`src/source/msx_cart_params.svh`:
```
`ifndef MSX_CART_PARAMS_SVH
`define MSX_CART_PARAMS_SVH

// ----------------------------------------------------------
// cartridge memory map
// ----------------------------------------------------------

// ram address width, 1 KiB
// page register holds the bits above the low address byte
`define CART_RAM_ADDR_BITS 10

// adr[15:14] value of the paged window, 0x4000 to 0x7fff
`define CART_MEM_WINDOW 2'b01

// first claimed i/o port, base+0 to base+2 belong to us
`define CART_IO_BASE 8'h40

// constant returned by the id port
`define CART_ID_VALUE 8'hA5

`endif

```
`src/source/msx_cart_pkg.sv`:
```
`default_nettype none

package msx_cart_pkg;

	// ----------------------------------------------------------
	// access destination
	// ----------------------------------------------------------

	// none is still acknowledged, just without read data
	typedef enum logic [1:0] {
		TARGET_NONE = 2'd0,
		TARGET_RAM  = 2'd1,
		TARGET_REG  = 2'd2
	} target_e;

	// ----------------------------------------------------------
	// i/o register select
	// ----------------------------------------------------------

	// encoding equals port offset from the i/o base
	typedef enum logic [1:0] {
		REG_PAGE    = 2'd0,
		REG_SCRATCH = 2'd1,
		REG_ID      = 2'd2
	} reg_sel_e;

endpackage

`default_nettype wire

```
`src/source/response_mux.sv`:
```
`default_nettype none

module response_mux (
	input  wire logic                  clk,
	input  wire logic                  n_reset,
	input  wire logic                  access_start,
	input  wire msx_cart_pkg::target_e target,
	input  wire logic                  bus_write,
	input  wire logic [7:0]            ram_rdata,
	input  wire logic [7:0]            reg_rdata,
	output logic                       bus_ack,
	output logic      [7:0]            bus_read_data,
	output logic                       bus_read_data_en
);

	import msx_cart_pkg::*;

	target_e ff_target;
	logic    ff_read;
	logic    ff_ack;

	// ----------------------------------------------------------
	// ack stage
	// ----------------------------------------------------------

	// the execute blocks answer one cycle after the start
	always_ff @(posedge clk) begin
		if (!n_reset) begin
			ff_ack    <= 1'b0;
			ff_target <= TARGET_NONE;
			ff_read   <= 1'b0;
		end else begin
			ff_ack <= access_start;
			if (access_start) begin
				ff_target <= target;
				ff_read   <= ~bus_write;
			end
		end
	end

	// ----------------------------------------------------------
	// data select
	// ----------------------------------------------------------

	always_comb begin
		case (ff_target)
			TARGET_RAM: bus_read_data = ram_rdata;
			TARGET_REG: bus_read_data = reg_rdata;
			default:    bus_read_data = 8'd0;
		endcase
	end

	assign bus_ack = ff_ack;

	// unclaimed reads get the ack but leave the slot bus floating
	assign bus_read_data_en = ff_ack && ff_read && (ff_target != TARGET_NONE);

	// each start gives a single ack cycle
	assert property (@(posedge clk) disable iff (!n_reset)
		bus_ack |=> !bus_ack);

endmodule

`default_nettype wire

```
`config.mk`:
```
export PLATFORM = sky130hd
export DESIGN_NAME = response_mux
export DESIGN_NICKNAME = d
export VERILOG_FILES = /design/src/source/msx_cart_params.svh /design/src/source/msx_cart_pkg.sv /design/src/source/response_mux.sv
export SDC_FILE = /design/constraint.sdc
export NUM_CORES = 1
export LEC_CHECK = 0
export BUFFER_PORTS_ARGS = -buffer_cell sky130_fd_sc_hd__buf_2
export CORE_AREA = 4 4 41 43
export CTS_BUF_LIST = sky130_fd_sc_hd__clkbuf_8
export DETAILED_ROUTE_END_ITERATION = 12
export DIE_AREA = 0 0 45 47
export GPL_ROUTABILITY_DRIVEN = 0
export PLACE_DENSITY = 0.64
export SYNTH_ARGS = -nofsm -noshare
export SYNTH_HDL_FRONTEND = slang
export SYNTH_SLANG_ARGS = --single-unit
```
`constraint.sdc`:
```
create_clock -name clk -period 1.2 [get_ports clk]
set_clock_uncertainty 0.2 [all_clocks]
set_input_delay 0.12 -clock clk [delete_from_list [all_inputs] [get_ports clk]]
set_output_delay 0.12 -clock clk [all_outputs]
set_load 0.05 [all_outputs]
```
Word-level counts from Yosys, hierarchy flattened

Index checks and enable logic that the tools add are counted.

Output and inout bits: 10
Flip-flop bits (word level): 4
Input bits: 22

Reduce and logical (&&, ||, !) cells: 3
Bitwise operators: 1
Equal/unequal tests: 2
Multiplexer cells: 1

Operators by type and width:

| operator                                                         | count |
|---|---|
| 8-bit one-hot mux with 2 select lines                            | 1 |
| 2-bit by 1-bit == test with 1-bit output (second input constant) | 1 |
| 2-bit == test (second input constant)                            | 1 |
| 1-bit logical AND                                                | 2 |
| 2-bit nonzero test                                               | 1 |
| 1-bit inverter                                                   | 1 |

Depth between registers and ports, before layout

Depth in word-level cells: 2
Gate-level depth with buffers: 5

Least setup slack after synthesis

Ideal clock, no wire load.

Kind: reg2out
From: register ff_target[0]
To: output bus_read_data[0]
Cell stages (with the launch flop): 4
Arrival: 1.450 ns
Required time: 0.880 ns
Path slack: -0.570 ns
Path through: dfxtp_1 > inv_1 > ha_1 > nor2b_1

Cells in the longest elaborated chain, start to end: 2
Elaborated cells on any way between the ends: 3

Ends and longest elaborated chain:

| item                                                                      | line               | text |
|---|---|---|
| start: declaration                                                        | response_mux.sv:18 | `target_e ff_target;` |
| start signal: assignment                                                  | response_mux.sv:35 | `ff_target <= target;` |
| 2-bit == test or 2-bit by 1-bit == test with 1-bit output (tied branches) | response_mux.sv:46 | `case (ff_target)` |
| 8-bit one-hot mux with 2 select lines (*)                                 | response_mux.sv:46 |  |
| end: declaration                                                          | response_mux.sv:12 | `output logic [7:0] bus_read_data,` |

Every way passes the cells marked *; elsewhere a longest branch is shown, timed or not.

Worst setup path after layout

From: register ff_target[0]
To: output bus_read_data[2]

Same word-level chain as after synthesis.

==> flow_metrics.env <==
export IMPL_setup_violations=9
export IMPL_die_w_um=45
export IMPL_yosys_cell_types_count=11
export IMPL_ff2ff_path_depth=2
export IMPL_grt_pass1_wl_um=1766
export IMPL_dp_hpwl_um=814.5
export IMPL_path_clk_slew_ps=30
export IMPL_firstDrtPassIters=2
export IMPL_post_route_min_period_ps=1599
export IMPL_worstPathCellList="inv_4, ha_4, a22oi_2, nor2b_4, buf_8"
export IMPL_clock_sinks=4
export IMPL_start_util=0.2356
export IMPL_synth_yosys_seq_area_share=0.2612
export IMPL_start_kind="flip-flop"
export IMPL_clk_latency_ps=210
export IMPL_synthesis_nets=61
export IMPL_cp_max_fo=8
export IMPL_cp_data_required_time_ps=880
export IMPL_startpoint="ff_target[0]"
export IMPL_reg2reg_to="ff_target[1]"
export IMPL_antenna_found_initial=0
export IMPL_max_slew_worst_pin_slew_ps=249.0
export IMPL_p_leak_nw=0.3230
export IMPL_ys_warnings_count=0
export IMPL_row_count=13
export IMPL_arrival_ps=1280
export IMPL_ys_seq_elements=4
export IMPL_first_iter_violations=1
export IMPL_cts_setup_buffers=0
export IMPL_grt_pass1_vias=412
export IMPL_setup_ws_ps=-398.7
export IMPL_power_density_nw_per_um2=863.7
export IMPL_yosysTopAreaCell="dfxtp_1"
export IMPL_grt_max_degree=9
export IMPL_placement_io_buffers=31
export IMPL_grt_usage=0.1176
export IMPL_hold_viol=0
export IMPL_layout_drive_gt1_share=0.8333
export IMPL_area_delta_synth_final_pct=153.9
export IMPL_htreeDepth=1
export IMPL_slew_viol_final=0
export IMPL_antenna_left=0
export IMPL_max_clock_freq_mhz=625.5
export IMPL_slowest_stage="dfxtp_4"
export IMPL_post_route_period_util=1.332
export IMPL_end_kind="output port"
export IMPL_status="complete, but fails checks"
export IMPL_final_nets=99
export IMPL_critical_path_max_stage_delay_ps=370
export IMPL_vias=390
export IMPL_reg2reg_setup_slack_ps=360
export IMPL_fin_util=0.5981
export IMPL_route_detailed_drc=0
export IMPL_die_h_um=47
export IMPL_netlist_area_sq_um=306.5
export IMPL_syn_inst=36
export IMPL_numCtsBuffers=3
export IMPL_viasPerCell=4.483
export IMPL_rsz0062_at_grt="true"
export IMPL_die_area_sq_um=2115
export IMPL_synth_avg_cell_area_sq_um=8.515
export IMPL_endpoint="bus_read_data[2]"
export IMPL_drt_wl_total_um=1132
export IMPL_slew_headroom=0.8351
export IMPL_routedWlPerCell_um=13.01
export IMPL_crit_type="reg -> out"
export IMPL_fin_cells=87
export IMPL_netlist_top_cells_area="dfxtp_1 (26%), nor2b_1 (20%), a22oi_1 (20%), ha_1 (12%), mux2i_1 (6.5%)"
export IMPL_synth_top_area_share=0.2612
export IMPL_ir_drop_v=0.0006737
export IMPL_maxCapViolCount=0
export IMPL_grt_overflow_total=0
export IMPL_hp_class="in -> reg"
export IMPL_clock_path_buffers=2
export IMPL_io_pins=32
export IMPL_diodes=0
export IMPL_cts_tree="built"
export IMPL_dp_cells=80
export IMPL_violations="negative setup slack"
export IMPL_core_region_area_sq_um=1301
export IMPL_root_buffer="clkbuf_8"
export IMPL_reg2reg_from="ff_target[1]"
cells in the final DEF, fill, tap and decap left out:
| cell | instances |
|---|---|
| buf_2 | 22 |
| a22oi_2 | 8 |
| nor2b_4 | 8 |
| buf_6 | 6 |
| dlygate4sd3_1 | 4 |
| ha_4 | 3 |
| clkbuf_8 | 3 |
| buf_8 | 3 |
| inv_4 | 2 |
| nand2_1 | 2 |
| mux2i_1 | 2 |
| nor2b_1 | 2 |
| dfxtp_4 | 2 |
| nor2_4 | 1 |
| and2_2 | 1 |
| o211a_1 | 1 |
| dfxtp_2 | 1 |
| dfxtp_1 | 1 |
how the worst min path moves through the flow:
| stage | from | slack (ps) | endpoint | cells past startpoint |
|---|---|---|---|---|
| floorplan | n_reset | 50 | ff_target[0] | 1 |
| global route | access_start | 30 | bus_ack | 2 |
| detailed placement | n_reset | 180 | ff_target[0] | 2 |
| finish | access_start | 20 | ff_read | 2 |
| CTS | access_start | 10 | ff_read | 2 |
| global placement | n_reset | 170 | ff_target[0] | 2 |
Yosys cell counts, drive strengths merged:
library cell / n
nor2b: 10
and2: 1
buf: 2
mux2i: 2
ha: 3
o211a: 1
nor2: 1
dfxtp: 4
nand2: 2
inv: 2
a22oi: 8
through the flow:
step                setup TNS, ps  power (mW)  hold WS [ps]  worst slack (ps)  instance area [sq um]
CTS                         -3221      0.6800         11.60            -409.9                  774.5
detailed placement          -2071      0.3722         180.3            -257.9                  619.3
global placement            -2112      0.3714         173.2            -266.2                  619.3
finish                      -3124      0.6722         19.84            -398.7                  778.2
floorplan                   -1322      0.3109         48.03            -169.8                  467.9
global route                -3561      0.7127         30.44            -434.6                  778.2
what timing repair did:
action	CTS	global route
resized for setup	24	1
pin swaps	7	4
hold endpoints to repair	4	0
hold buffers	4	0
setup endpoints to repair	9	9
state kept, by name, indices dropped and copies added (netlist names):
register and count:
ff_target 2, bus_ack 1, ff_read 1
power breakdown:
part           leakage [nW]  total, mW  switching, mW  internal [mW]
combinational         0.267      0.248          0.119          0.129
sequential           0.0347      0.150        0.00901          0.141
clock                0.0216      0.274         0.0613          0.213
worst max-delay path: cells and delay by family (launching register included):
kind | cells | cell delay [ps]
flops | 1 | 370
compound gates | 1 | 240
buf+inv | 2 | 200
fa+ha+maj | 1 | 200
simple gates | 1 | 60
area by class of cell:
type / instances / area (sq um)
sequential: 4 / 88.84
timing repair buffer: 35 / 262.8
inverter: 2 / 12.51
multi-input combinational: 28 / 354.1
clock buffer: 3 / 41.29
fill: 109 / 523.0
tap: 15 / 18.77
per-layer routing:
metal	routed length (um)	track usage
met4	8	0.07018
met5	0	0
met2	618	0.2232
met1	414	0.1202
met3	90	0.01916
cells by family after synthesis:
| logic type | count (synthesis) | share of synthesized area |
|---|---|---|
| compound gates | 9 | 0.2286 |
| fa+ha+maj | 3 | 0.1225 |
| buf+inv | 4 | 0.05715 |
| flops | 4 | 0.2612 |
| mux | 2 | 0.06531 |
| simple gates | 14 | 0.2653 |
Note: power is estimated with default switching activity, not from simulation.
