## config.mk

```make
export PLATFORM = sky130hd
export DESIGN_NAME = msx_bus_bridge
export DESIGN_NICKNAME = d
export VERILOG_FILES = /design/src/source/msx_cart_params.svh /design/src/source/msx_bus_bridge.sv
export SDC_FILE = /design/constraint.sdc
export NUM_CORES = 1
export LEC_CHECK = 0
export ABC_AREA = 1
export BUFFER_PORTS_ARGS = -buffer_cell sky130_fd_sc_hd__buf_2
export CAP_MARGIN = 5
export CORE_MARGIN = 2
export CORE_UTILIZATION = 45
export DETAILED_ROUTE_END_ITERATION = 8
export PLACE_DENSITY = 0.78
export RECOVER_POWER = 100
export SLEW_MARGIN = 20
export SYNTH_ARGS = -nofsm -noshare
export SYNTH_HDL_FRONTEND = slang
export SYNTH_SLANG_ARGS = --single-unit
```

## constraint.sdc

```tcl
create_clock -name clk -period 1.6 [get_ports clk]
set_clock_uncertainty 0.05 [all_clocks]
set_input_delay 0.16 -clock clk [delete_from_list [all_inputs] [get_ports clk]]
set_output_delay 0.16 -clock clk [all_outputs]
set_load 0.03 [all_outputs]
```

## src/source/msx_cart_params.svh

```systemverilog
`ifndef MSX_CART_PARAMS_SVH
`define MSX_CART_PARAMS_SVH

// ----------------------------------------------------------
// cartridge memory map
// ----------------------------------------------------------

// ram address width, 1 KiB
// page register holds the bits above the low address byte
`define CART_RAM_ADDR_BITS 10

// adr[15:14] value of the paged window, 0x4000 to 0x7fff
`define CART_MEM_WINDOW 2'b01

// first claimed i/o port, base+0 to base+2 belong to us
`define CART_IO_BASE 8'h40

// constant returned by the id port
`define CART_ID_VALUE 8'hA5

`endif

```

## src/source/msx_bus_bridge.sv

```systemverilog
`default_nettype none

module msx_bus_bridge (
	input  wire logic        clk,
	input  wire logic        n_reset,
	// slot side, all asynchronous
	input  wire logic [15:0] adr,
	input  wire logic [7:0]  i_data,
	output logic      [7:0]  o_data,
	output logic             is_output,
	input  wire logic        n_sltsl,
	input  wire logic        n_rd,
	input  wire logic        n_wr,
	input  wire logic        n_ioreq,
	// internal request side
	output logic      [15:0] bus_address,
	input  wire logic [7:0]  bus_read_data,
	input  wire logic        bus_read_data_en,
	output logic      [7:0]  bus_write_data,
	output logic             bus_io_req,
	output logic             bus_memory_req,
	input  wire logic        bus_ack,
	output logic             bus_write
);

	logic        ff_n_rd;
	logic        ff_n_wr;
	logic        strobe_fall;
	logic        io_start;
	logic        mem_start;
	logic        ff_io_req;
	logic        ff_memory_req;
	logic        ff_access_hold;
	logic [15:0] ff_bus_address;
	logic [7:0]  ff_bus_write_data;
	logic [7:0]  ff_bus_read_data;
	logic        ff_bus_read_data_en;

	// ----------------------------------------------------------
	// strobe sampling
	// ----------------------------------------------------------

	// previous strobe levels, idle high
	always_ff @(posedge clk) begin
		if (!n_reset) begin
			ff_n_rd <= 1'b1;
			ff_n_wr <= 1'b1;
		end else begin
			ff_n_rd <= n_rd;
			ff_n_wr <= n_wr;
		end
	end

	// falling edge of either strobe, seen at the first sampling edge
	assign strobe_fall = (ff_n_rd & ~n_rd) | (ff_n_wr & ~n_wr);

	// i/o wins over memory, the z80 never drives both
	assign io_start  = strobe_fall & ~n_ioreq & ~ff_access_hold;
	assign mem_start = strobe_fall & ~n_sltsl & n_ioreq & ~ff_access_hold;

	// ----------------------------------------------------------
	// request generation
	// ----------------------------------------------------------

	// request holds until the ack is seen at a clock edge
	always_ff @(posedge clk) begin
		if (!n_reset) begin
			ff_io_req     <= 1'b0;
			ff_memory_req <= 1'b0;
		end else if (bus_ack) begin
			ff_io_req     <= 1'b0;
			ff_memory_req <= 1'b0;
		end else begin
			if (io_start) begin
				ff_io_req <= 1'b1;
			end
			if (mem_start) begin
				ff_memory_req <= 1'b1;
			end
		end
	end

	// one access per strobe, released once both strobes are back high
	always_ff @(posedge clk) begin
		if (!n_reset) begin
			ff_access_hold <= 1'b0;
		end else if (io_start || mem_start) begin
			ff_access_hold <= 1'b1;
		end else if (ff_n_rd && ff_n_wr) begin
			ff_access_hold <= 1'b0;
		end
	end

	// ----------------------------------------------------------
	// address and data latches
	// ----------------------------------------------------------

	always_ff @(posedge clk) begin
		if (!n_reset) begin
			ff_bus_address <= 16'd0;
		end else if (io_start || mem_start) begin
			ff_bus_address <= adr;
		end
	end

	// write data taken at the same moment as the address
	always_ff @(posedge clk) begin
		if (io_start || mem_start) begin
			ff_bus_write_data <= i_data;
		end
	end

	// read data kept while n_rd stays low, dropped when it rises
	always_ff @(posedge clk) begin
		if (!n_reset) begin
			ff_bus_read_data    <= 8'd0;
			ff_bus_read_data_en <= 1'b0;
		end else if (ff_n_rd) begin
			ff_bus_read_data    <= 8'd0;
			ff_bus_read_data_en <= 1'b0;
		end else if (bus_read_data_en) begin
			ff_bus_read_data    <= bus_read_data;
			ff_bus_read_data_en <= 1'b1;
		end
	end

	// ----------------------------------------------------------
	// outputs
	// ----------------------------------------------------------

	assign bus_address    = ff_bus_address;
	assign bus_write_data = ff_bus_write_data;
	assign bus_io_req     = ff_io_req;
	assign bus_memory_req = ff_memory_req;
	assign bus_write      = ~ff_n_wr;

	// buffer enable falls straight away with n_rd
	assign o_data    = ff_bus_read_data;
	assign is_output = ff_bus_read_data_en & ~n_rd;

	// only one request kind may be pending at any time
	assert property (@(posedge clk) disable iff (!n_reset)
		!(ff_io_req && ff_memory_req));

endmodule

`default_nettype wire

```

* Yosys cells after proc, flatten, opt, wreduce, memory -nomap -nowiden
Cells that the tools add are included.
** Cells by class
- Mux-type cells :: 2
- Bitwise logic cells :: 16
- Reductions and logical operators :: 5
** Operators by type and width (number)
- AND 1 bit :: 8
- inverter 1 bit :: 7
- OR reduction 2 bit :: 2
- 2-to-1 mux 1 bit :: 2
- nonzero test 2 bit :: 1
- logical AND 1 bit :: 1
- logical OR 1 bit :: 1
- OR 1 bit :: 1
** Storage, ports and cells
- Output and inout port bits :: 36
- Register bits :: 38
- Logic and storage cells :: 32
- Input bits :: 40

* Logic depth before layout (Yosys ltp)
- Depth in word-level cells :: 8
- Mapped depth :: 8
- Gate-level depth less buffers :: 7

* Worst setup path after synthesis
No wires, ideal clock.
- Kind :: register to register
- Start point :: register ff_access_hold
- End point :: register ff_bus_write_data[0], in the netlist bus_write_data[0], enable pin
- Path buffers :: 1
- Cell stages (with the launch flop) :: 5
- Setup slack :: 0.286 ns
- Required time :: 1.221 ns
- Setup time :: 0.329 ns
- Data arrival time :: 0.935 ns
- Period minus slack after synthesis :: 1.314 ns
- Cells stage by stage :: dfxtp_1 > nor2_1 > nand2_4 > buf_6 > nand2_1
** Between the ends
- Word-level cells in the longest chain between the ends :: 3
- Elaborated cells between the ends (all ways) :: 4
- Those cells by class :: 3 x bitwise; 1 x reduce/logical
** RTL lines
- start: declaration :: RTL line msx_bus_bridge.sv:33 : logic ff_access_hold;
- start signal: assignment :: RTL line msx_bus_bridge.sv:86 : ff_access_hold <= 1'b0;
- start signal: assignment :: RTL line msx_bus_bridge.sv:88 : ff_access_hold <= 1'b1;
- start signal: assignment :: RTL line msx_bus_bridge.sv:90 : ff_access_hold <= 1'b0;
- inverter 1 bit * :: RTL line msx_bus_bridge.sv:58, msx_bus_bridge.sv:59
- AND 1 bit, on equally long branches :: RTL line msx_bus_bridge.sv:58, msx_bus_bridge.sv:59
- logical OR 1 bit * :: RTL line msx_bus_bridge.sv:108 : if (io_start || mem_start) begin
- end signal: assignment :: RTL line msx_bus_bridge.sv:109 : ff_bus_write_data <= i_data;
- end: declaration :: RTL line msx_bus_bridge.sv:35 : logic [7:0] ff_bus_write_data;
Mark *: on every way between the ends. The rest lies on a longest branch, timed or not.
A chain may end at the register's enable or synchronous reset.

* Worst setup path after layout
- Start point :: input port n_rd
- End point :: output port is_output
** Between the ends
- Word-level cells in the longest chain between the ends :: 2
** RTL lines
- start: declaration :: RTL line msx_bus_bridge.sv:12 : input wire logic n_rd,
- inverter 1 bit :: RTL line msx_bus_bridge.sv:139 : assign is_output = ff_bus_read_data_en & ~n_rd;
- AND 1 bit :: RTL line msx_bus_bridge.sv:139
- end: declaration :: RTL line msx_bus_bridge.sv:10 : output logic is_output,
Every way passes these cells.

==> flow_metrics.tcl <==
set metrics [dict create \
    antenna_found_initial 0 \
    fin_util_pct 66.9 \
    yosysWarnings 0 \
    grt-ovfl-total 0 \
    yosysTopAreaCellShare_pct 37.9 \
    gp_congestion 0.713 \
    synth_compound_area_share_pct 11.2 \
    hold_violations 0 \
    cap_violations 0 \
    grt_pass1_wl_um 5890 \
    initial_core_util_pct 47.1 \
    place_area_sq_um 1960 \
    crit_type "in -> out" \
    yosysSeqAreaShare_pct 53.1 \
    rows 21 \
    postCtsSetupRepairBufs 0 \
    worstPathRequired_ps 1390 \
    firstDrtPassIters 4 \
    synthXorXnorAreaFrac_pct 0 \
    ir_drop_uv 523 \
    netlist_top_cells_area "dfxtp_1, edfxtp_1, nand2_1, inv_1, buf_6" \
    synth_mux_area_share_pct 0 \
    synth_cell_types 17 \
    synth_edf_count 8 \
    drv_slew 0 \
    setup_viol 0 \
    period_needed_ps 1420 \
    min_path_type "in -> reg" \
    cts_max_path_buffers 2 \
    yosysTopAreaCell "dfxtp_1" \
    cts_resized 0 \
    synth_ff_type "dfxtp_1" \
    finalNetCount 331 \
    status "finished, final reports clean" \
    worst_slew_pin_slew_ps 395 \
    dp_slack_ps 379 \
    dr.first_iter.drc_count 54 \
    synth_area_sq_um 1580 \
    powerDensity_nw_per_um2 920 \
    core_area_sq_um 3360 \
    synthArstFlopShare_pct 0 \
    ys_ff_latch 38 \
    arrival_ps 1210 \
    worst_slack_ps 180 \
    n_antenna_cell 0 \
    tns_ps 0 \
    max_freq_ghz 0.704 \
    drc 0 \
    rsz0062_at_grt "false" \
    clk_pin_slew_ps 110 \
    ios 76 \
    layout-drive-gt1-share_pct 22.3 \
    fp.dieW_um 63.3 \
    drt-total-wl_um 3590 \
    synthesis.nets 224 \
    fill_cells 322 \
    cts.sinks 38 \
    cts_root_buf "clkbuf_4" \
    wl_per_cell_um 10.6 \
    worstSkewPairLatency_ps 340 \
    synth-simple-area-share_pct 22.8 \
    synth_top_family_by_area "simple AND/OR/NAND/NOR gates" \
    groute.usage.overall_pct 19.0 \
    grt_pass1_vias 1399 \
    syn_to_final_growth_pct 41.9 \
    dieHeight_um 63.3 \
    h-tree-depth 2 \
    via_per_inst 4.38 \
    period_share_pct 88.8 \
    synthCells 184 \
    syn_avg_cell_area_sq_um 8.61 \
    crit_path_end_kind "output port" \
    numCtsBuffers 5 \
    tritoncts "built" \
    synth_fa_ha_area_share_pct 0 \
    fin_area_sq_um 2250 \
    crit_fanout 2 \
    fp.dieArea_sq_um 4010 \
    grt_max_degree 21 \
    slew_headroom_pct 73.8 \
    holdWs_ps 8.85 \
    cp-start-kind "primary input" \
    portBuffers 75 \
    antenna_left 0 \
    vias 1482 \
    p_leak_nw 1.03 \
    post-dp-hpwl_um 2220 \
]
[path summary, 6_finish.rpt]
path / slack, ps / from / endpoint / cells after the start
worst max-delay path: 180 / n_rd / is_output / 4
worst min-delay path: 9 / bus_read_data[7] / o_data[7] / 3
worst max register to register: 350 / ff_access_hold / bus_write_data[3] / 5
worst min register to register: 410 / bus_memory_req / bus_memory_req / 2
[flip-flops by register name, summed over array words and instances, names as in the netlist]
signal               count
ff_n_wr                  1
bus_write_data           8
bus_address             16
bus_io_req               1
ff_n_rd                  1
ff_bus_read_data_en      1
ff_access_hold           1
o_data                   8
bus_memory_req           1
[metal layers]
layer / GRT usage [%] / vias up / share of wire [%]
li1: - / 786 / -
met1: 20.4 / 649 / 39
met2: 34.2 / 39 / 53
met3: 5.89 / 8 / 5.7
met4: 7.88 / 0 / 2.1
met5: 0 / - / 0
[stage by stage]
stage / power (mW) / instances
6_report: 2.07 / 338
5_1_grt: 2.18 / 338
4_1_cts: 2.10 / 338
3_5_place_dp: 1.58 / 301
3_3_place_gp: 1.58 / 301
2_1_floorplan: 1.45 / 184
[Yosys cell counts (2+ instances only)]
cell and number:
a21oi_1 17, nand2_2 2, nand2_1 39, dfxtp_1 30, buf_6 8, nor2_1 18
inv_2 2, edfxtp_1 8, inv_1 26, a21oi_2 10, nand2_4 3, nand3_1 16
[cells in the final DEF, fill, tap and decap left out]
master and instances:
clkbuf_1 38, clkinv_2 1, dfxtp_1 30, dlygate4sd3_1 29, buf_4 5, nand2_4 3, nand3_1 17, inv_2 1
inv_1 27, a21oi_2 10, clkbuf_4 5, clkinv_1 2, nand2_2 1, clkinvlp_4 1, a21oi_1 17, o21ai_0 1
nor2_4 1, nand2_1 40, nor2_1 18, edfxtp_1 8, buf_2 37
[worst max-delay path, stage by stage]
cell	delay, ps
dlygate4sd3_1	530
clkbuf_1	120
nor2_1	90
clkbuf_1	310
[kinds of logic (layout without fill, tap and decap cells)]
family	after synthesis	count (layout)
and+or+nand+nor	80	80
DFF	38	38
buffers and inverters	38	146
AOI/OAI and AO/OA	28	28
[area by class of cell]
cell class              count  area, sq um  area share, %
clock buffers               5         37.5           1.67
multi-input cells         108          532           23.7
inverters                  29          109           4.84
repair buffers            109          656           29.2
well taps                  46         57.6           2.56
clock inverters             3         16.3          0.723
flip-flops and latches     38          841           37.4
[power breakdown]
part           internal [mW]  switching, mW
sequential              1.05         0.0294
combinational          0.188          0.325
clock                  0.163          0.309
[repair_timing]
| item | CTS | global route |
|---|---|---|
| hold buffers | 29 | 0 |
| hold endpoints to repair | 29 | 0 |
| endpoints found under the setup margin | 0 | 0 |
(Power assumes the default switching activity.)
