--- src/source/msx_cart_params.svh ---
`ifndef MSX_CART_PARAMS_SVH
`define MSX_CART_PARAMS_SVH

// ----------------------------------------------------------
// cartridge memory map
// ----------------------------------------------------------

// ram address width, 1 KiB
// page register holds the bits above the low address byte
`define CART_RAM_ADDR_BITS 10

// adr[15:14] value of the paged window, 0x4000 to 0x7fff
`define CART_MEM_WINDOW 2'b01

// first claimed i/o port, base+0 to base+2 belong to us
`define CART_IO_BASE 8'h40

// constant returned by the id port
`define CART_ID_VALUE 8'hA5

`endif

--- src/source/msx_cart_pkg.sv ---
`default_nettype none

package msx_cart_pkg;

	// ----------------------------------------------------------
	// access destination
	// ----------------------------------------------------------

	// none is still acknowledged, just without read data
	typedef enum logic [1:0] {
		TARGET_NONE = 2'd0,
		TARGET_RAM  = 2'd1,
		TARGET_REG  = 2'd2
	} target_e;

	// ----------------------------------------------------------
	// i/o register select
	// ----------------------------------------------------------

	// encoding equals port offset from the i/o base
	typedef enum logic [1:0] {
		REG_PAGE    = 2'd0,
		REG_SCRATCH = 2'd1,
		REG_ID      = 2'd2
	} reg_sel_e;

endpackage

`default_nettype wire

--- src/source/io_register_bank.sv ---
`default_nettype none

`include "msx_cart_params.svh"

module io_register_bank (
	input  wire logic                          clk,
	input  wire logic                          n_reset,
	input  wire msx_cart_pkg::reg_sel_e        reg_sel,
	input  wire logic                          we,
	input  wire logic [7:0]                    wdata,
	output logic      [7:0]                    rdata,
	output logic      [`CART_RAM_ADDR_BITS-9:0] page
);

	import msx_cart_pkg::*;

	logic [`CART_RAM_ADDR_BITS-9:0] ff_page;
	logic [7:0]                     ff_scratch;

	// ----------------------------------------------------------
	// register writes
	// ----------------------------------------------------------

	// page keeps only its low bits, id port has nothing to write
	always_ff @(posedge clk) begin
		if (!n_reset) begin
			ff_page    <= '0;
			ff_scratch <= 8'd0;
		end else if (we) begin
			case (reg_sel)
				REG_PAGE:    ff_page    <= wdata[`CART_RAM_ADDR_BITS-9:0];
				REG_SCRATCH: ff_scratch <= wdata;
				default:     ;
			endcase
		end
	end

	// ----------------------------------------------------------
	// registered read
	// ----------------------------------------------------------

	always_ff @(posedge clk) begin
		case (reg_sel)
			REG_PAGE:    rdata <= {{(16 - `CART_RAM_ADDR_BITS){1'b0}}, ff_page};
			REG_SCRATCH: rdata <= ff_scratch;
			REG_ID:      rdata <= `CART_ID_VALUE;
			default:     rdata <= 8'd0;
		endcase
	end

	// upper ram address bits
	assign page = ff_page;

endmodule

`default_nettype wire

--- config.mk ---
export PLATFORM = sky130hd
export DESIGN_NAME = io_register_bank
export DESIGN_NICKNAME = d
export VERILOG_FILES = /design/src/source/msx_cart_pkg.sv /design/src/source/io_register_bank.sv
export VERILOG_INCLUDE_DIRS = /design/src /design/src/source
export SDC_FILE = /design/constraint.sdc
export NUM_CORES = 1
export LEC_CHECK = 0
export ABC_CLOCK_PERIOD_IN_PS = 1100
export BUFFER_PORTS_ARGS = -buffer_cell sky130_fd_sc_hd__buf_2
export CAP_MARGIN = 20
export CORE_MARGIN = 2
export CORE_UTILIZATION = 45
export DETAILED_ROUTE_END_ITERATION = 12
export PLACE_DENSITY = 0.73
export SYNTH_ARGS = -nofsm -noshare
export SYNTH_HDL_FRONTEND = slang
export SYNTH_SLANG_ARGS = --single-unit
--- constraint.sdc ---
create_clock -name clk -period 1.1 [get_ports clk]
set_input_delay 0.275 -clock clk [delete_from_list [all_inputs] [get_ports clk]]
set_output_delay 0.275 -clock clk [all_outputs]
set_load 0.01 [all_outputs]
# Word-level counts from Yosys, hierarchy flattened
# Index checks and enable logic that the tools add are counted.
[word_totals] out_inout_bits=10 word_cells=9 reg_bits=18 input_bits=13
[op_classes] n_reduce_logical=3 eq_ne=2 mux=1
[op_table] cell="$pmux 8 s3" count=1
[op_table] cell="$reduce_and 2->1" count=2
[op_table] cell="$eq 2x1->1 const B" count=1
[op_table] cell="$eq 2x2->1 const B" count=1
[op_table] cell="$logic_not 2->1" count=1

# Depth between registers and ports, before layout
# Gate-level depths: netlist (run 1).
[depth] ltp_word=2 ltp_mapped=4 ltp_nobuf=2

# Worst setup path after synthesis (run 1)
# No wires, ideal clock.
[synth_timing] kind="input port to flip-flop" from="in reg_sel[1]" to="reg ff_page[0] (netlist: page[0])" path_stages=2 arrival_ns=0.795 path_slack_ns=0.234 t_required_ns=1.028 setup_ns=0.072 path_buffers=0 path_cell_list="nor3b_1 -> mux2i_1"
[synth_between] elab_chain_cells=2
[synth_lines] item="start, declared" line="io_register_bank.sv:8" text="input wire msx_cart_pkg::reg_sel_e reg_sel,"
[synth_lines] item="$logic_not 2->1" line="io_register_bank.sv:30" text="case (reg_sel)"
[synth_lines] item="$reduce_and 2->1 (no line)"
[synth_lines] item="end signal, assigned" line="io_register_bank.sv:31" text="REG_PAGE: ff_page <= wdata[`CART_RAM_ADDR_BITS-9:0];"
[synth_lines] item="end, declared" line="io_register_bank.sv:17" text="logic [`CART_RAM_ADDR_BITS-9:0] ff_page;"
# Every way passes these cells.
# A chain may end at the register's enable or synchronous reset.

# Worst setup path after layout (run 1)
[layout_timing] from="reg ff_page[1] (netlist: page[1])" to="out page[1]"
[layout_rtl] item="end, declared" line="io_register_bank.sv:12" text="output logic [`CART_RAM_ADDR_BITS-9:0] page"
# No word-level cell between the ends.

==> results.toml, run 1 <==
[status]
status = "finished clean"

[pwr]
swShare_pct = 21.96
comb_power_share_pct = 9.4
p_seq_share_pct = 57.1
power_w = 0.001198
p_int_w = 0.0009350
p_leak_nw = 0.4013
p_per_area_nw_per_um2 = 1449
power_switching_w = 0.0002631
power.share.clock_pct = 33.5
vdd_ir_drop_max_uv = 687.9

[cts]
cts.clk_slew.worst_paths_ps = 100
clock-sinks = 18
cts-root-buf = "clkbuf_4"
clk_latency_ps = 290
cts_tree = "yes"
numCtsBuffers = 3
cts_max_path_buffers = 2
ctsHtreeMaxLevel = 1
cts_hold_buffers = 0
post_cts_buffers = 0

[sta]
skew_ps = 0.2371
slew_headroom_pct = 81.31
fin_crit_sh_pct = 94.45
setup_slack_ps = 61.05
fin_crit_ps = 1039
rsz0062_at_grt = "no"
slew_viol_final = 0
worst-slew-pin-transition_ps = 280.4
setup-violations-final = 0
fin_setup_tns_ps = 0
fmax_ghz = 0.9625
hold_violations = 0

[setup_path]
max_stage_delay_ps = 350
startpoint = "page[1]"
timing.rr.end = "rdata[1]"
cp.required_ps = 820
path_depth = 1
cp_cell_sequence = "buf_2"
cp_num_buf_inv = 1
rr_startpoint = "page[1]"
critical-path-top-delay-family = "flip-flops"
endpoint_kind = "output port"
cp-start-kind = "register"
arrival_ps = 760
crit_path_max_fanout = 3
setup.worst_path.class = "register to output port"
r2r_slack_ps = 460
crit_path_end = "page[1]"
r2r_cells = 2
cpMaxStageDelayCell = "dfxtp_2"

[placement]
port_buffers = 22
dp_slack_ps = 41.41
gp_congestion = 0.7057

[grt]
grt_max_degree = 19
grt_pass1_wl_mm = 1.773
grt_antenna_before_repair = 0
grt_pass1_vias = 445
grt_usage_pct = 13.20
gr-total-overflow = 0

[floorplan]
core_um2 = 1318
die_area_um2 = 1754
num_io_pins = 23
rows = 13
fp.dieH_um = 41.88
die_x_um = 41.88
start_util_pct = 49.00

[logic_synthesis]
ys_ff_latch = 18
synth_cell_types = 12
synth_mux_area_share_pct = 17.05
syn-cell-area_um2 = 645.6
synth-compound-area-share_pct = 4.845
synth-adder-area-share_pct = 0
synth_seq_area_share_pct = 55.81
synth_top_family_by_area = "simple AND/OR/NAND/NOR gates"
synthXorXnorAreaFrac_pct = 0
synth_cells = 63
syn-num-nets = 76
avgSynthCellArea_um2 = 10.25
yosys_warnings = 0
synth-simple-area-share_pct = 18.99

[worst_hold_path]
hold_start = "reg_sel[1]"
min_path_type = "input port to register"

[cells_and_area]
post-route-util_pct = 62.77
layout_commonest_cell = "buf_2"
n_fill_cell = 110
nets = 103
most-common-layout-cells = "buf_2 (22), nand2_1 (18), dfxtp_1 (16)"
drive_gt1_share_pct = 34.83
n_antenna_cell = 0
syn_to_final_growth_pct = 28.10

[drt]
viasPerCell = 4.606
drc = 0
wl_mm = 1.048
avgRoutedWirePerCell_um = 10.08
initialDrtViolationCount = 7
dr.pass1.iters = 3
vias = 479
drtAntennaViolNets = 0

[run]
drv_cap = 0
## routing by layer
metal,part of all wire (%),global-route usage [%],wire length [um]
met3,3.5,2.609,37
met1,50,17.52,524
met5,0,0,0
met2,46,20.63,487
met4,0,5.806,0
## sequential cells by signal (all words and copies together) (netlist names)
register and count:
page 2, ff_scratch 8, rdata 8
## area by class of cell
| class | count | area (um2) | share of cell area [%] |
|---|---|---|---|
| Clock buffer | 4 | 36.28 | 4.387 |
| Multi-Input combinational cell | 42 | 264.0 | 31.92 |
| Tap cell | 15 | 18.77 | 2.269 |
| Sequential cell | 18 | 362.8 | 43.87 |
| Timing Repair Buffer | 25 | 145.1 | 17.55 |
## cell usage after synthesis
master / count / area share [%]
and2_1: 3 / 2.9
dfxtp_1: 18 / 56
buf_6: 1 / 1.7
a21o_1: 3 / 3.5
mux2i_1: 11 / 17
nor3b_1: 1 / 1.2
nor2b_1: 2 / 1.9
buf_2: 2 / 1.6
nor2_1: 2 / 1.2
o2bb2ai_1: 1 / 1.4
nand2_1: 18 / 10
and3b_1: 1 / 1.4
## power groups by stage
stage | clock, W | sequential (W) | combinational, W
2_1_floorplan | 0 | 0.000706 | 0.0000547
3_3_place_gp | 0 | 0.000699 | 0.000111
3_5_place_dp | 0 | 0.000699 | 0.000113
4_1_cts | 0.000414 | 0.000684 | 0.000114
5_1_grt | 0.000439 | 0.000687 | 0.000126
6_report | 0.000401 | 0.000684 | 0.000112
## how the worst min path moves through the flow
| stage | end | depth (start not counted) |
|---|---|---|
| 5_1_grt | rdata[1] | 2 |
| 2_1_floorplan | rdata[1] | 1 |
| 6_report | rdata[1] | 2 |
| 3_3_place_gp | ff_scratch[6] | 2 |
| 4_1_cts | rdata[1] | 2 |
| 3_5_place_dp | rdata[3] | 1 |
## logic make-up after synthesis
group | count (synthesis)
compound gates | 4
buf+inv | 3
flops | 18
mux | 11
simple gates | 27
## timing repair
item / 4_1_cts / 5_1_grt
setup endpoints to repair: 0 / 2
endpoints found under the hold margin: 0 / 0
resized for setup: 0 / 2
## stage by stage
step / area [um2] / hold WS (ps) / instances
after global routing: 827.0 / 204.1 / 104
after CTS: 824.5 / 185.4 / 104
after floorplan: 645.6 / 347.4 / 63
after detailed placement: 788.3 / 446.2 / 100
after global placement: 788.3 / 441.3 / 100
final: 827.0 / 193.5 / 104
(Power assumes the default switching activity.)
==> run 2, diff against run 1 <==
- CORE_MARGIN: 2 -> unset
==> run 2 against run 1 <==
Clock skew grew 1.5 ps. Final cell count is the same. First-iteration DRC count shrank 57%. Routed wire length grew 1.6%. Largest cell class unchanged.
==> results.toml, run 2 (same netlist as run 1, synthesis figures left out) <==
[setup_path]
endpoint_kind = "output port"
cp.required_ps = 820
arrival_ps = 760
timing.rr.end = "rdata[0]"
r2r_cells = 2
cpMaxStageDelayCell = "dfxtp_2"
cp_cell_sequence = "buf_2"
rr_startpoint = "page[0]"
setup.worst_path.class = "register to output port"
critical-path-top-delay-family = "flip-flops"
r2r_slack_ps = 410
max_stage_delay_ps = 350
cp_num_buf_inv = 1
cp-start-kind = "register"
crit_path_max_fanout = 3
startpoint = "page[0]"

[grt]
grt_max_degree = 19
grt_antenna_before_repair = 0
grt_pass1_vias = 418
grt_pass1_wl_mm = 1.683
grt_usage_pct = 16.39
gr-total-overflow = 0

[cts]
cts.clk_slew.worst_paths_ps = 100
clk_latency_ps = 290
clock-sinks = 18
numCtsBuffers = 3
cts_max_path_buffers = 2
cts_hold_buffers = 0
cts-root-buf = "clkbuf_4"
post_cts_buffers = 0
ctsHtreeMaxLevel = 1
cts_tree = "yes"

[sta]
hold_violations = 0
skew_ps = 1.704
slew_viol_final = 0
worst-slew-pin-transition_ps = 275.9
fmax_ghz = 0.9620
holdWs_ps = 202.7
setup-violations-final = 0
rsz0062_at_grt = "no"
fin_setup_tns_ps = 0
fin_crit_ps = 1039
slew_headroom_pct = 81.61
fin_crit_sh_pct = 94.50

[pwr]
comb_power_share_pct = 9.5
power_switching_w = 0.0002619
p_leak_nw = 0.4013
p_int_w = 0.0009351
power.share.clock_pct = 33.3
vdd_ir_drop_max_uv = 714.7
p_per_area_nw_per_um2 = 1447
power_w = 0.001197
swShare_pct = 21.88
p_seq_share_pct = 57.2

[floorplan]
die_area_um2 = 1590
start_util_pct = 49.00
rows = 13
fp.dieH_um = 39.88
num_io_pins = 23
die_x_um = 39.88
core_um2 = 1318

[placement]
placed_cell_area_um2 = 788.3
port_buffers = 22
gp_congestion = 0.7224

[status]
status = "finished clean"

[drt]
initialDrtViolationCount = 3
wl_mm = 1.065
drc = 0
drtAntennaViolNets = 0
viasPerCell = 4.750
dr.pass1.iters = 2
vias = 494
avgRoutedWirePerCell_um = 10.24

[run]
drv_cap = 0

[cells_and_area]
layout_commonest_cell = "buf_2"
drive_gt1_share_pct = 34.83
most-common-layout-cells = "buf_2 (22), nand2_1 (18), dfxtp_1 (16)"
syn_to_final_growth_pct = 28.10
fin_area_um2 = 827.0
n_antenna_cell = 0
nets = 103

[worst_hold_path]
min_to = "rdata[1]"
min_path_type = "input port to register"
hold_start = "reg_sel[1]"
min_path_cells = 2
[run 2: cell counts in the layout (fill, tap and decap cells not counted)]
Identical to the previous run, type by type.
[run 2: layout make-up]
cell class	instances	area, um2
fill	118	490.5
sequential	18	362.8
multi-input combinational	42	264.0
timing repair buffer	25	145.1
clock buffer	4	36.28
tap	15	18.77
[run 2: through the flow]
stage          worst slack (ps)  utilization, %  std cells
5_1_grt                   25.45           62.77        104
3_3_place_gp              63.79           59.83        100
3_5_place_dp              42.02           59.83        100
2_1_floorplan             233.8               -         63
6_report                  60.52           62.77        104
4_1_cts                   23.18           62.58        104
[run 2: metal layers]
layer | routed length (um) | global-route usage, % | up-vias
met2 | 529 | 24.60 | 14
met5 | 0 | 0 | -
met4 | 25 | 10.34 | 0
met3 | 43 | 3.409 | 5
li1 | - | - | 256
met1 | 466 | 20.83 | 219
[run 2: timing repair]
| item | in CTS | in global routing |
|---|---|---|
| endpoints found under the setup margin | 0 | 2 |
| endpoints found under the hold margin | 0 | 0 |
| gates resized for setup | 0 | 2 |
[run 2: worst max path at each step]
| stage | cells past startpoint | slack (ps) | end |
|---|---|---|---|
| detailed placement | 4 | 40 | ff_scratch[1] |
| global route | 1 | 30 | page[1] |
| floorplan | 2 | 230 | page[0] |
| CTS | 1 | 20 | page[0] |
| global placement | 4 | 60 | ff_scratch[4] |
| finish | 1 | 60 | page[0] |
[run 2: power groups by stage]
| stage | Sequential, W | Clock, W | Combinational (W) |
|---|---|---|---|
| after CTS | 0.000684 | 0.000410 | 0.000113 |
| after floorplan | 0.000706 | 0 | 0.0000547 |
| final | 0.000684 | 0.000399 | 0.000114 |
| after global routing | 0.000689 | 0.000436 | 0.000128 |
| after detailed placement | 0.000700 | 0 | 0.000113 |
| after global placement | 0.000699 | 0 | 0.000112 |
