==> src/source/msx_cart_params.svh <==
`ifndef MSX_CART_PARAMS_SVH
`define MSX_CART_PARAMS_SVH

// ----------------------------------------------------------
// cartridge memory map
// ----------------------------------------------------------

// ram address width, 1 KiB
// page register holds the bits above the low address byte
`define CART_RAM_ADDR_BITS 10

// adr[15:14] value of the paged window, 0x4000 to 0x7fff
`define CART_MEM_WINDOW 2'b01

// first claimed i/o port, base+0 to base+2 belong to us
`define CART_IO_BASE 8'h40

// constant returned by the id port
`define CART_ID_VALUE 8'hA5

`endif

==> src/source/msx_cart_pkg.sv <==
`default_nettype none

package msx_cart_pkg;

	// ----------------------------------------------------------
	// access destination
	// ----------------------------------------------------------

	// none is still acknowledged, just without read data
	typedef enum logic [1:0] {
		TARGET_NONE = 2'd0,
		TARGET_RAM  = 2'd1,
		TARGET_REG  = 2'd2
	} target_e;

	// ----------------------------------------------------------
	// i/o register select
	// ----------------------------------------------------------

	// encoding equals port offset from the i/o base
	typedef enum logic [1:0] {
		REG_PAGE    = 2'd0,
		REG_SCRATCH = 2'd1,
		REG_ID      = 2'd2
	} reg_sel_e;

endpackage

`default_nettype wire

==> src/source/access_decoder.sv <==
`default_nettype none

`include "msx_cart_params.svh"

module access_decoder (
	input  wire logic                  clk,
	input  wire logic                  n_reset,
	input  wire logic [15:0]           bus_address,
	input  wire logic                  bus_io_req,
	input  wire logic                  bus_memory_req,
	input  wire logic                  bus_write,
	output logic                       access_start,
	output msx_cart_pkg::target_e      target,
	output msx_cart_pkg::reg_sel_e     reg_sel,
	output logic                       ram_we,
	output logic                       reg_we
);

	import msx_cart_pkg::*;

	logic     req_any;
	logic     req_d;
	logic     mem_hit;
	logic     io_hit;
	logic [7:0] port_off;
	target_e  target_next;

	// ----------------------------------------------------------
	// classification
	// ----------------------------------------------------------

	assign req_any  = bus_io_req | bus_memory_req;
	assign port_off = bus_address[7:0] - `CART_IO_BASE;

	// memory window on the top two address bits
	assign mem_hit = bus_memory_req && (bus_address[15:14] == `CART_MEM_WINDOW);
	// three ports from the base, wraps below base give large offsets
	assign io_hit  = bus_io_req && (port_off < 8'd3);

	always_comb begin
		if (mem_hit) begin
			target_next = TARGET_RAM;
		end else if (io_hit) begin
			target_next = TARGET_REG;
		end else begin
			target_next = TARGET_NONE;
		end
	end

	// ----------------------------------------------------------
	// start pulse, one cycle after the request rises
	// ----------------------------------------------------------

	always_ff @(posedge clk) begin
		if (!n_reset) begin
			req_d        <= 1'b0;
			access_start <= 1'b0;
			target       <= TARGET_NONE;
			reg_sel      <= REG_PAGE;
		end else begin
			req_d        <= req_any;
			access_start <= req_any & ~req_d;
			target       <= target_next;
			reg_sel      <= reg_sel_e'(port_off[1:0]);
		end
	end

	// write enables only during the start cycle
	assign ram_we = access_start && bus_write && (target == TARGET_RAM);
	assign reg_we = access_start && bus_write && (target == TARGET_REG);

	// the request must still be pending while its access starts
	assert property (@(posedge clk) disable iff (!n_reset)
		access_start |-> req_any);

endmodule

`default_nettype wire

==> config.mk <==
export PLATFORM = sky130hd
export DESIGN_NAME = access_decoder
export DESIGN_NICKNAME = d
export VERILOG_FILES = /design/src/source/msx_cart_pkg.sv /design/src/source/access_decoder.sv
export VERILOG_INCLUDE_DIRS = /design/src /design/src/source
export SDC_FILE = /design/constraint.sdc
export NUM_CORES = 1
export LEC_CHECK = 0
export ABC_AREA = 1
export BUFFER_PORTS_ARGS = -buffer_cell sky130_fd_sc_hd__buf_4
export CORE_AREA = 2 2 39 41
export DETAILED_ROUTE_END_ITERATION = 8
export DIE_AREA = 0 0 41 43
export GPL_TIMING_DRIVEN = 0
export SLEW_MARGIN = 10
export SYNTH_ARGS = -nofsm -noshare
export SYNTH_HDL_FRONTEND = slang
export SYNTH_SLANG_ARGS = --single-unit
==> constraint.sdc <==
create_clock -name clk -period 0.8 [get_ports clk]
set_input_delay 0.08 -clock clk [delete_from_list [all_inputs] [get_ports clk]]
set_output_delay 0.08 -clock clk [all_outputs]
set_load 0.01 [all_outputs]
## Word-level counts from Yosys, hierarchy flattened

Index checks and enable logic that the tools add are counted.

| word-level totals | value |
|---|---|
| register bits | 6 |
| input port bits | 21 |
| logic and storage cells | 22 |

| cells by class | value |
|---|---|
| $add $sub $neg | 1 |
| order comparisons | 1 |
| equal/unequal tests | 3 |
| multiplexer cells | 2 |
| bitwise logic cells | 4 |
| reduce and logical (&&, ||, !) cells | 6 |

Operators with widths:

| cell | number |
|---|---|
| $lt A8 B2 Y1 const B | 1 |
| $sub A8 B7 Y8 const B | 1 |
| $logic_and A1 B1 Y1 | 5 |
| $eq A2 B1 Y1 const B | 2 |
| $eq A2 B2 Y1 const B | 1 |
| $mux W2 | 1 |
| $not A1 Y1 | 2 |
| $reduce_or A2 Y1 | 1 |
| $and A1 B1 Y1 | 1 |
| $mux W1 | 1 |
| $or A1 B1 Y1 | 1 |

## Longest topological paths before layout

Gate-level depths: netlist of the first run.

| depth | value |
|---|---|
| depth in word-level cells | 5 |
| depth in mapped cells | 4 |
| mapped depth without buffers | 4 |

## Worst setup path after synthesis of the first run

No wires, ideal clock.

| timing path | value |
|---|---|
| path kind | reg-to-output |
| from | register target[1] |
| to | output port reg_we |
| arrival time | 0.715 ns |
| data required time | 0.720 ns |
| setup slack | 0.005 ns |
| cell stages (with the launch flop) | 3 |
| buffers on the path | 0 |
| path through | dfxtp_1 > inv_1 > nor3_1 |

| on the way | value |
|---|---|
| longest elaborated chain between the ends | 2 |

RTL lines:

| what | line | RTL |
|---|---|---|
| from (decl) | access_decoder.sv:13 | `output msx_cart_pkg::target_e target,` |
| from (signal assigned) | access_decoder.sv:63 | `target <= target_next;` |
| $eq A2 B2 Y1 | access_decoder.sv:70 | `assign reg_we = access_start && bus_write && (target == TARGET_REG);` |
| $logic_and A1 B1 Y1 | access_decoder.sv:70 |  |
| to (decl) | access_decoder.sv:16 | `output logic reg_we` |

Every way passes these cells.

## Worst setup path in the final report of the first run

Ends and elaborated chain as after synthesis.

==> impl_metrics.tcl, run 1 <==
set metrics [dict create \
    grt_pass1_vias 259 \
    maxSlewHeadroom_pct 88.4 \
    yosysWarnings 0 \
    dp.cells 69 \
    gp_congestion 0.694 \
    worst_slack_ns -0.152 \
    overflow 0 \
    fin_cells 72 \
    min_from "bus_address[1]" \
    outcome "finished, violations left" \
    p_int_uw 551 \
    cts_root_buffer "clkbuf_4" \
    r2r_start "req_d" \
    ys_types 7 \
    vias_per_cell 3.61 \
    reg2regPathDepth 1 \
    criticalPathCategory "flop to primary output" \
    hold-path-endpoint "reg_sel[1]" \
    firstDrtPassIters 2 \
    end_kind "primary output" \
    setup_viol 3 \
    routed_wirelength_um 512 \
    post-dp-hpwl_um 431 \
    fmax_ghz 1.05 \
    post-route-min-period_ns 0.952 \
    maxCapViolations 0 \
    cts_htree_levels 1 \
    peakVddDrop_mv 0.403 \
    via_count 260 \
    p_sw_uw 139 \
    drcViolationCount 0 \
    syn_to_final_growth_pct 91.8 \
    fin_setup_tns_ns -0.290 \
    io_buffers 21 \
    pwr-share-comb_pct 15.3 \
    critPathArrivalTime_ns 0.87 \
    antenna_cells 0 \
    cts_setup_buffers 0 \
    fp-row-count 14 \
    synth.cell_area_um2 229 \
    p_per_area_nw_per_um2 1570 \
    leakagePower_nw 0.237 \
    nFillCells 163 \
    mostFrequentLayoutCells "buf_4, nor2_1, inv_1" \
    pin_count 28 \
    grt_start_max_net_pins 5 \
    holdPathStages 3 \
    cp_max_fo 2 \
    worstPathRequired_ns 0.72 \
    hold_viol 0 \
    drive_gt1_share_pct 53.6 \
    core_um2 1380 \
    finalNetCount 79 \
    grtUsageTotal_pct 7.24 \
    cp-start-kind "flop" \
    hold_class "input port to flop" \
    final_common_cell "buf_4" \
    die_area_um2 1760 \
    clkSinkCount 6 \
    die_h_um 43 \
    worstMarginPinSlew_ns 0.174 \
    synth.net_count 53 \
    worstReg2RegEnd "access_start" \
    grt_antenna_before_repair 0 \
    fin_skew_ns 0.000394 \
    violations "negative setup slack" \
    seq_power_share_pct 46.5 \
    rsz0062_at_grt "true" \
    register_area_um2 123 \
    clk-insertion-delay-late_ns 0.24 \
    wl_per_cell_um 7.11 \
    cts_tree "built" \
    clkTransAtPathRegs_ns 0.04 \
    p_clk_share_pct 38.2 \
    grt_pass1_wl_um 828 \
    syn_avg_cell_area_um2 7.16 \
    post_synth_inst_count 32 \
    initial_utilization_pct 16.5 \
    synth_seq_cells 6 \
    antenna_left 0 \
    drt_iter0_drc 4 \
    clock_path_buffers 2 \
    yosysSeqAreaShare_pct 52.5 \
    rrSetupSlack_ns 0.29 \
    multi_input_area_um2 90.1 \
    slew_violations 0 \
    die_w_um 41 \
    p_sw_share_pct 20.1 \
    finalCritPeriodShare_pct 119 \
    cts_buffers 3 \
]
==> layout make-up <==
class / count / share of cell area [%]
Timing Repair Buffer: 21 / 35.9
Sequential cell: 6 / 27.9
Multi-Input combinational cell: 19 / 20.5
Inverter: 7 / 5.98
Clock buffer: 3 / 5.13
Tap cell: 16 / 4.56
==> cells by family (layout without fill, tap and decap cells) <==
kind of cell	count (synthesis)	count (layout)	share of synthesized area (%)
simple gates	19	19	36.1
buf+inv	7	31	11.5
flops	6	6	52.5
==> through the flow <==
step	area, um^2	util [%]	hold slack [ns]	total power, mW	worst slack [ns]
finish	439	31.7	0.0310	0.689	-0.152
global route	439	31.7	0.0254	0.740	-0.217
CTS	439	31.7	0.0232	0.706	-0.169
detailed placement	407	29.4	0.276	0.430	0.0438
global placement	407	29.4	0.272	0.428	0.0620
floorplan	229	-	0.173	0.355	0.00459
==> layer usage <==
layer	vias to the layer above	wire, um	global-route usage [%]
met3	0	57	1.57
met2	15	263	11.6
met4	0	0	8.00
met5	-	0	0
li1	142	-	-
met1	103	190	6.45
==> cell usage after synthesis, drive strengths merged <==
master | number | area [um^2]
nand2 | 6 | 22.5
dfxtp | 6 | 120
nand3 | 3 | 15.0
nor2 | 8 | 30.0
inv | 7 | 26.3
nor3 | 2 | 15.0
==> power groups by stage <==
stage	Sequential [mW]	Combinational (mW)	Clock (mW)
global route	0.322	0.118	0.301
global placement	0.324	0.104	0
finish	0.321	0.105	0.263
CTS	0.321	0.107	0.278
floorplan	0.329	0.0253	0
detailed placement	0.325	0.105	0
==> flip-flops by register name, summed over array words and instances (netlist names) <==
name          cells
req_d             1
access_start      1
target            2
reg_sel           2
==> worst max-delay path by stage <==
| stage | from | end | slack, ns |
|---|---|---|---|
| detailed placement | target[1] | reg_we | 0.04 |
| finish | target[1] | reg_we | -0.15 |
| global route | target[1] | reg_we | -0.22 |
| floorplan | target[1] | reg_we | 0.005 |
| CTS | target[1] | reg_we | -0.17 |
| global placement | target[1] | reg_we | 0.06 |
==> worst max-delay path: stages, from the launching register on <==
cell     delay, ns
dfxtp_2       0.32
inv_2         0.04
nor3_2        0.14
buf_4         0.14
==> timing repair <==
action                                  CTS  global route
gates resized for setup                   5             0
endpoints found under the setup margin    2             3
hold buffers                              0             0
Note: power is estimated with default switching activity, not from simulation.
==> run 2, diff against run 1 <==
Settings changed: ABC_AREA 1 to unset.
==> impl_metrics.tcl, run 2 <==
set metrics [dict create \
    dp.cells 55 \
    netlist.area_leader.share_pct 55.8 \
    synth_edf_count 0 \
    grt_start_max_net_pins 6 \
    die_h_um 43 \
    wl_per_cell_um 9.62 \
    top_regs "reg_sel x2, target x2" \
    cp_slowest_stage_delay_ns 0.32 \
    leakagePower_nw 0.198 \
    pre_cts_ws_ns -0.242 \
    slew_violations 0 \
    clk-insertion-delay-late_ns 0.24 \
    grt_pass1_vias 204 \
    criticalPathCategory "flop to primary output" \
    timing.critical_path.to "ram_we" \
    cts_root_buffer "clkbuf_4" \
    drive_gt1_share_pct 76.2 \
    yosysSeqAreaShare_pct 55.8 \
    critPathTopFamily "flip-flops" \
    gp_congestion 0.643 \
    ys_top_cells_by_area "dfxtp_1, and2_1, a2111oi_2, nor3b_1, or4_4" \
    initial_utilization_pct 15.6 \
    p_per_area_nw_per_um2 1550 \
    core_um2 1380 \
    synth.net_count 39 \
    syn_avg_cell_area_um2 12.0 \
    synth_top_cells_by_count "dfxtp_1, and2_1, nor3b_1" \
    grtUsageTotal_pct 7.05 \
    firstDrtPassIters 1 \
    die_area_um2 1760 \
    maxCapViolations 0 \
    post_synth_inst_count 18 \
    yosys.area.top_type "dfxtp_1" \
    clkTransAtPathRegs_ns 0.05 \
    maxSlewHeadroom_pct 83.9 \
    crit_cells 3 \
    min_from "bus_address[0]" \
    post-route-min-period_ns 0.984 \
    drcViolationCount 0 \
    rsz0062_at_grt "true" \
    final_common_cell "buf_4" \
    routed_wirelength_um 558 \
    fin_cells 58 \
    clkSinkCount 6 \
    cts_buffers 3 \
    final_util_pct 32.4 \
    via_count 221 \
    fp-row-count 14 \
    design_area_um2 448 \
    grt_antenna_before_repair 0 \
    hold_class "input port to flop" \
    ys.flop_type "dfxtp_1" \
    ys_types 10 \
    worstMarginPinSlew_ns 0.242 \
    critPathSlowestCell "dfxtp_2" \
    cts_htree_levels 1 \
    clock_path_buffers 2 \
    yosysWarnings 0 \
    synth_seq_cells 6 \
    overflow 0 \
    grt_pass1_wl_um 738 \
    antenna_left 0 \
    vias_per_cell 3.81 \
    finalNetCount 65 \
    drt_iter0_drc 0 \
    syn_to_final_growth_pct 108 \
    io_buffers 21 \
    worstReg2RegEnd "access_start" \
    peakVddDrop_mv 0.724 \
    fin_skew_ns 0.0000334 \
    fin_hold_ws_ns 0.0325 \
    cp-start-kind "flop" \
    end_kind "primary output" \
    setup_viol 2 \
    synth-async-reset-ratio_pct 0 \
    worstPathRequired_ns 0.72 \
    p_total_uw 693 \
    r2r_start "req_d" \
    rrSetupSlack_ns 0.35 \
    hold_viol 0 \
    violations "negative setup slack" \
    post-synth-top-count-cell "dfxtp_1" \
    crit_chain "nand2_2 -> nor3b_2 -> buf_4" \
    cp_max_fo 2 \
    synth.cell_area_um2 215 \
    reg2regPathDepth 1 \
    fmax_ghz 1.02 \
    pin_count 28 \
    die_w_um 41 \
    finalCritPeriodShare_pct 123 \
    placed_area_um2 403 \
    outcome "finished, violations left" \
    antenna_cells 0 \
    cp_num_buf_inv 1 \
    fin_setup_tns_ns -0.367 \
    worst_slack_ns -0.184 \
    critPathLaunch "access_start" \
    cts_tree "built" \
    critPathArrivalTime_ns 0.90 \
    mostFrequentLayoutCells "buf_4, and2_1, dfxtp_2, clkbuf_4, dfxtp_1" \
]
run 2: cell count changes after synthesis, moves of 2 or more:
cell | before | now
nor2_1 | 8 | 0
inv_1 | 7 | 0
nand2_1 | 6 | 1
and2_1 | 0 | 3
nand3_1 | 3 | 0
nor3b_1 | 0 | 2
run 2: repair_timing:
action,in CTS,in global routing
endpoints found under the setup margin,4,5
gates resized for setup,3,3
setup buffers,0,0
hold buffers,0,0
pin swaps,2,0
run 2: final cells by class:
cell class	count	area, um^2
fill	146	936
tap	16	20.0
multi-input combinational	12	120
sequential	6	124
clock buffer	3	22.5
timing repair buffer	21	161
run 2: cell families after synthesis:
kind of cell / after synthesis / synth area share [%]
flops: 6 / 55.8
simple gates: 10 / 33.7
compound gates: 2 / 10.5
run 2: per-layer routing:
metal / GRT usage, % / share of wire (%) / vias up / wire length [um]
met5: 0 / 0 / - / 0
met4: 8.00 / 0 / 0 / 0
met3: 5.76 / 20 / 0 / 114
met2: 7.81 / 43 / 22 / 239
met1: 7.14 / 36 / 86 / 203
li1: - / - / 113 / -
run 2: how the worst min path moves through the flow:
stage / to / slack, ns / depth (start not counted)
2_1_floorplan: target[1] / 0.17 / 1
4_1_cts: target[1] / 0.02 / 2
3_3_place_gp: target[1] / 0.27 / 2
3_5_place_dp: target[1] / 0.27 / 2
6_report: target[1] / 0.03 / 2
5_1_grt: target[1] / 0.02 / 2
run 2: power by group:
group	switching (mW)	internal, mW
Sequential	0.00527	0.315
Combinational	0.0346	0.0695
Clock	0.100	0.169
Total	0.140	0.553
==> run 3, diff against run 2 <==
Settings changed: BUFFER_PORTS_ARGS -buffer_cell sky130_fd_sc_hd__buf_4 to -buffer_cell sky130_fd_sc_hd__buf_2.
==> impl_metrics.tcl, run 3 (synthesis gave the netlist of run 2 again) <==
set metrics [dict create \
    outcome "finished, violations left" \
    violations "negative setup slack" \
    hold_class "input port to flop" \
    overflow 0 \
    top_regs "reg_sel x2, target x2" \
    maxCapViolations 0 \
    cp_max_fo 2 \
    pre_cts_ws_ns -0.230 \
    criticalPathCategory "flop to primary output" \
    maxSlewHeadroom_pct 84.6 \
    p_per_area_nw_per_um2 1660 \
    nFillCells 145 \
    peakVddDrop_mv 0.602 \
    finalCritPeriodShare_pct 123 \
    gp_congestion 0.657 \
    p_sw_share_pct 20.8 \
    vias_per_cell 3.81 \
    initial_utilization_pct 15.6 \
    finalNetCount 65 \
    leakagePower_nw 0.186 \
    cts_hold_buf 0 \
    slew_violations 0 \
    clkSinkCount 6 \
    setup_viol 2 \
    cts_root_buffer "clkbuf_4" \
    worstPathRequired_ns 0.72 \
    p_clk_share_pct 40.3 \
    clkTransAtPathRegs_ns 0.04 \
    fin_hold_ws_ns 0.0457 \
    hold_viol 0 \
    final_util_pct 29.2 \
    critPathSlowestCell "dfxtp_2" \
    pwr-share-comb_pct 12.0 \
    clk-insertion-delay-late_ns 0.24 \
    via_count 221 \
    fp-row-count 14 \
    end_kind "primary output" \
    grt_pass1_vias 206 \
    worst_slack_ns -0.183 \
    drive_gt1_share_pct 76.2 \
    drcViolationCount 0 \
    antenna_left 0 \
    cp_slowest_stage_delay_ns 0.32 \
    grt_start_max_net_pins 6 \
    cts_htree_levels 1 \
    cts_tree "built" \
    fin_skew_ns 0.0000251 \
    design_area_um2 404 \
    fin_setup_tns_ns -0.361 \
    critPathArrivalTime_ns 0.90 \
    p_int_uw 530 \
    die_area_um2 1760 \
    grt_pass1_wl_um 772 \
    core_um2 1380 \
    clock_path_buffers 2 \
    fin_cells 58 \
    dp.cells 55 \
    seq_power_share_pct 47.8 \
    routed_wirelength_um 494 \
    grt_antenna_before_repair 0 \
    die_w_um 41 \
    pin_count 28 \
    syn_to_final_growth_pct 87.8 \
    firstDrtPassIters 2 \
    fmax_ghz 1.02 \
    placed_area_um2 350 \
    crit_chain "nand2_2 -> nor3b_2 -> buf_2" \
    worstMarginPinSlew_ns 0.231 \
    p_total_uw 669 \
    antenna_cells 0 \
    cp-start-kind "flop" \
    final_common_cell "buf_2" \
    die_h_um 43 \
    drt_iter0_drc 2 \
    p_sw_uw 139 \
    wl_per_cell_um 8.52 \
    grtUsageTotal_pct 6.95 \
    rsz0062_at_grt "true" \
    cts_buffers 3 \
    post-route-min-period_ns 0.983 \
    mostFrequentLayoutCells "buf_2, and2_1, dfxtp_2, clkbuf_4, dfxtp_1" \
    io_buffers 21 \
]
## run 3: changes by cell type in the layout (fill, tap and decap cells not counted)
cell,before,now
buf_2,0,19
buf_6,1,2
buf_4,20,0
## run 3: cell type report
type	instances	area (um^2)	area share [%]
multi-input combinational	12	120	29.7
tap	16	20.0	4.95
clock buffer	3	22.5	5.57
sequential	6	124	30.7
timing repair buffer	21	118	29.1
## run 3: power groups by stage
| stage | Clock [mW] | Sequential (mW) | Combinational [mW] |
|---|---|---|---|
| floorplan | 0 | 0.329 | 0.0189 |
| global placement | 0 | 0.323 | 0.0736 |
| detailed placement | 0 | 0.323 | 0.0747 |
| CTS | 0.282 | 0.319 | 0.0758 |
| global route | 0.306 | 0.320 | 0.0899 |
| finish | 0.269 | 0.319 | 0.0801 |
## run 3: metal layers
metal | track usage (%) | up-vias | part of all wire (%)
met5 | 0 | - | 0
met4 | 4.00 | 0 | 0
met3 | 5.24 | 0 | 20
met2 | 8.75 | 22 | 37
met1 | 8.12 | 86 | 43
li1 | - | 113 | -
## run 3: final timing paths
| path | startpoint | end | slack [ns] | cells after the start |
|---|---|---|---|---|
| worst min register to register | req_d | access_start | 0.37 | 1 |
| worst max-delay path | access_start | ram_we | -0.18 | 3 |
| worst max register to register | req_d | access_start | 0.35 | 1 |
| worst min-delay path | bus_address[0] | target[1] | 0.05 | 2 |
## run 3: critical path, delay by kind of cell (launching register included)
family	cells	cell delay (ns)
flops	1	0.32
simple gates	2	0.20
buf+inv	1	0.15
## run 3: what timing repair did
action / 4_1_cts / 5_1_grt
endpoints found under the setup margin: 4 / 5
setup buffers: 0 / 0
pin swaps: 2 / 0
gates resized for setup: 3 / 4
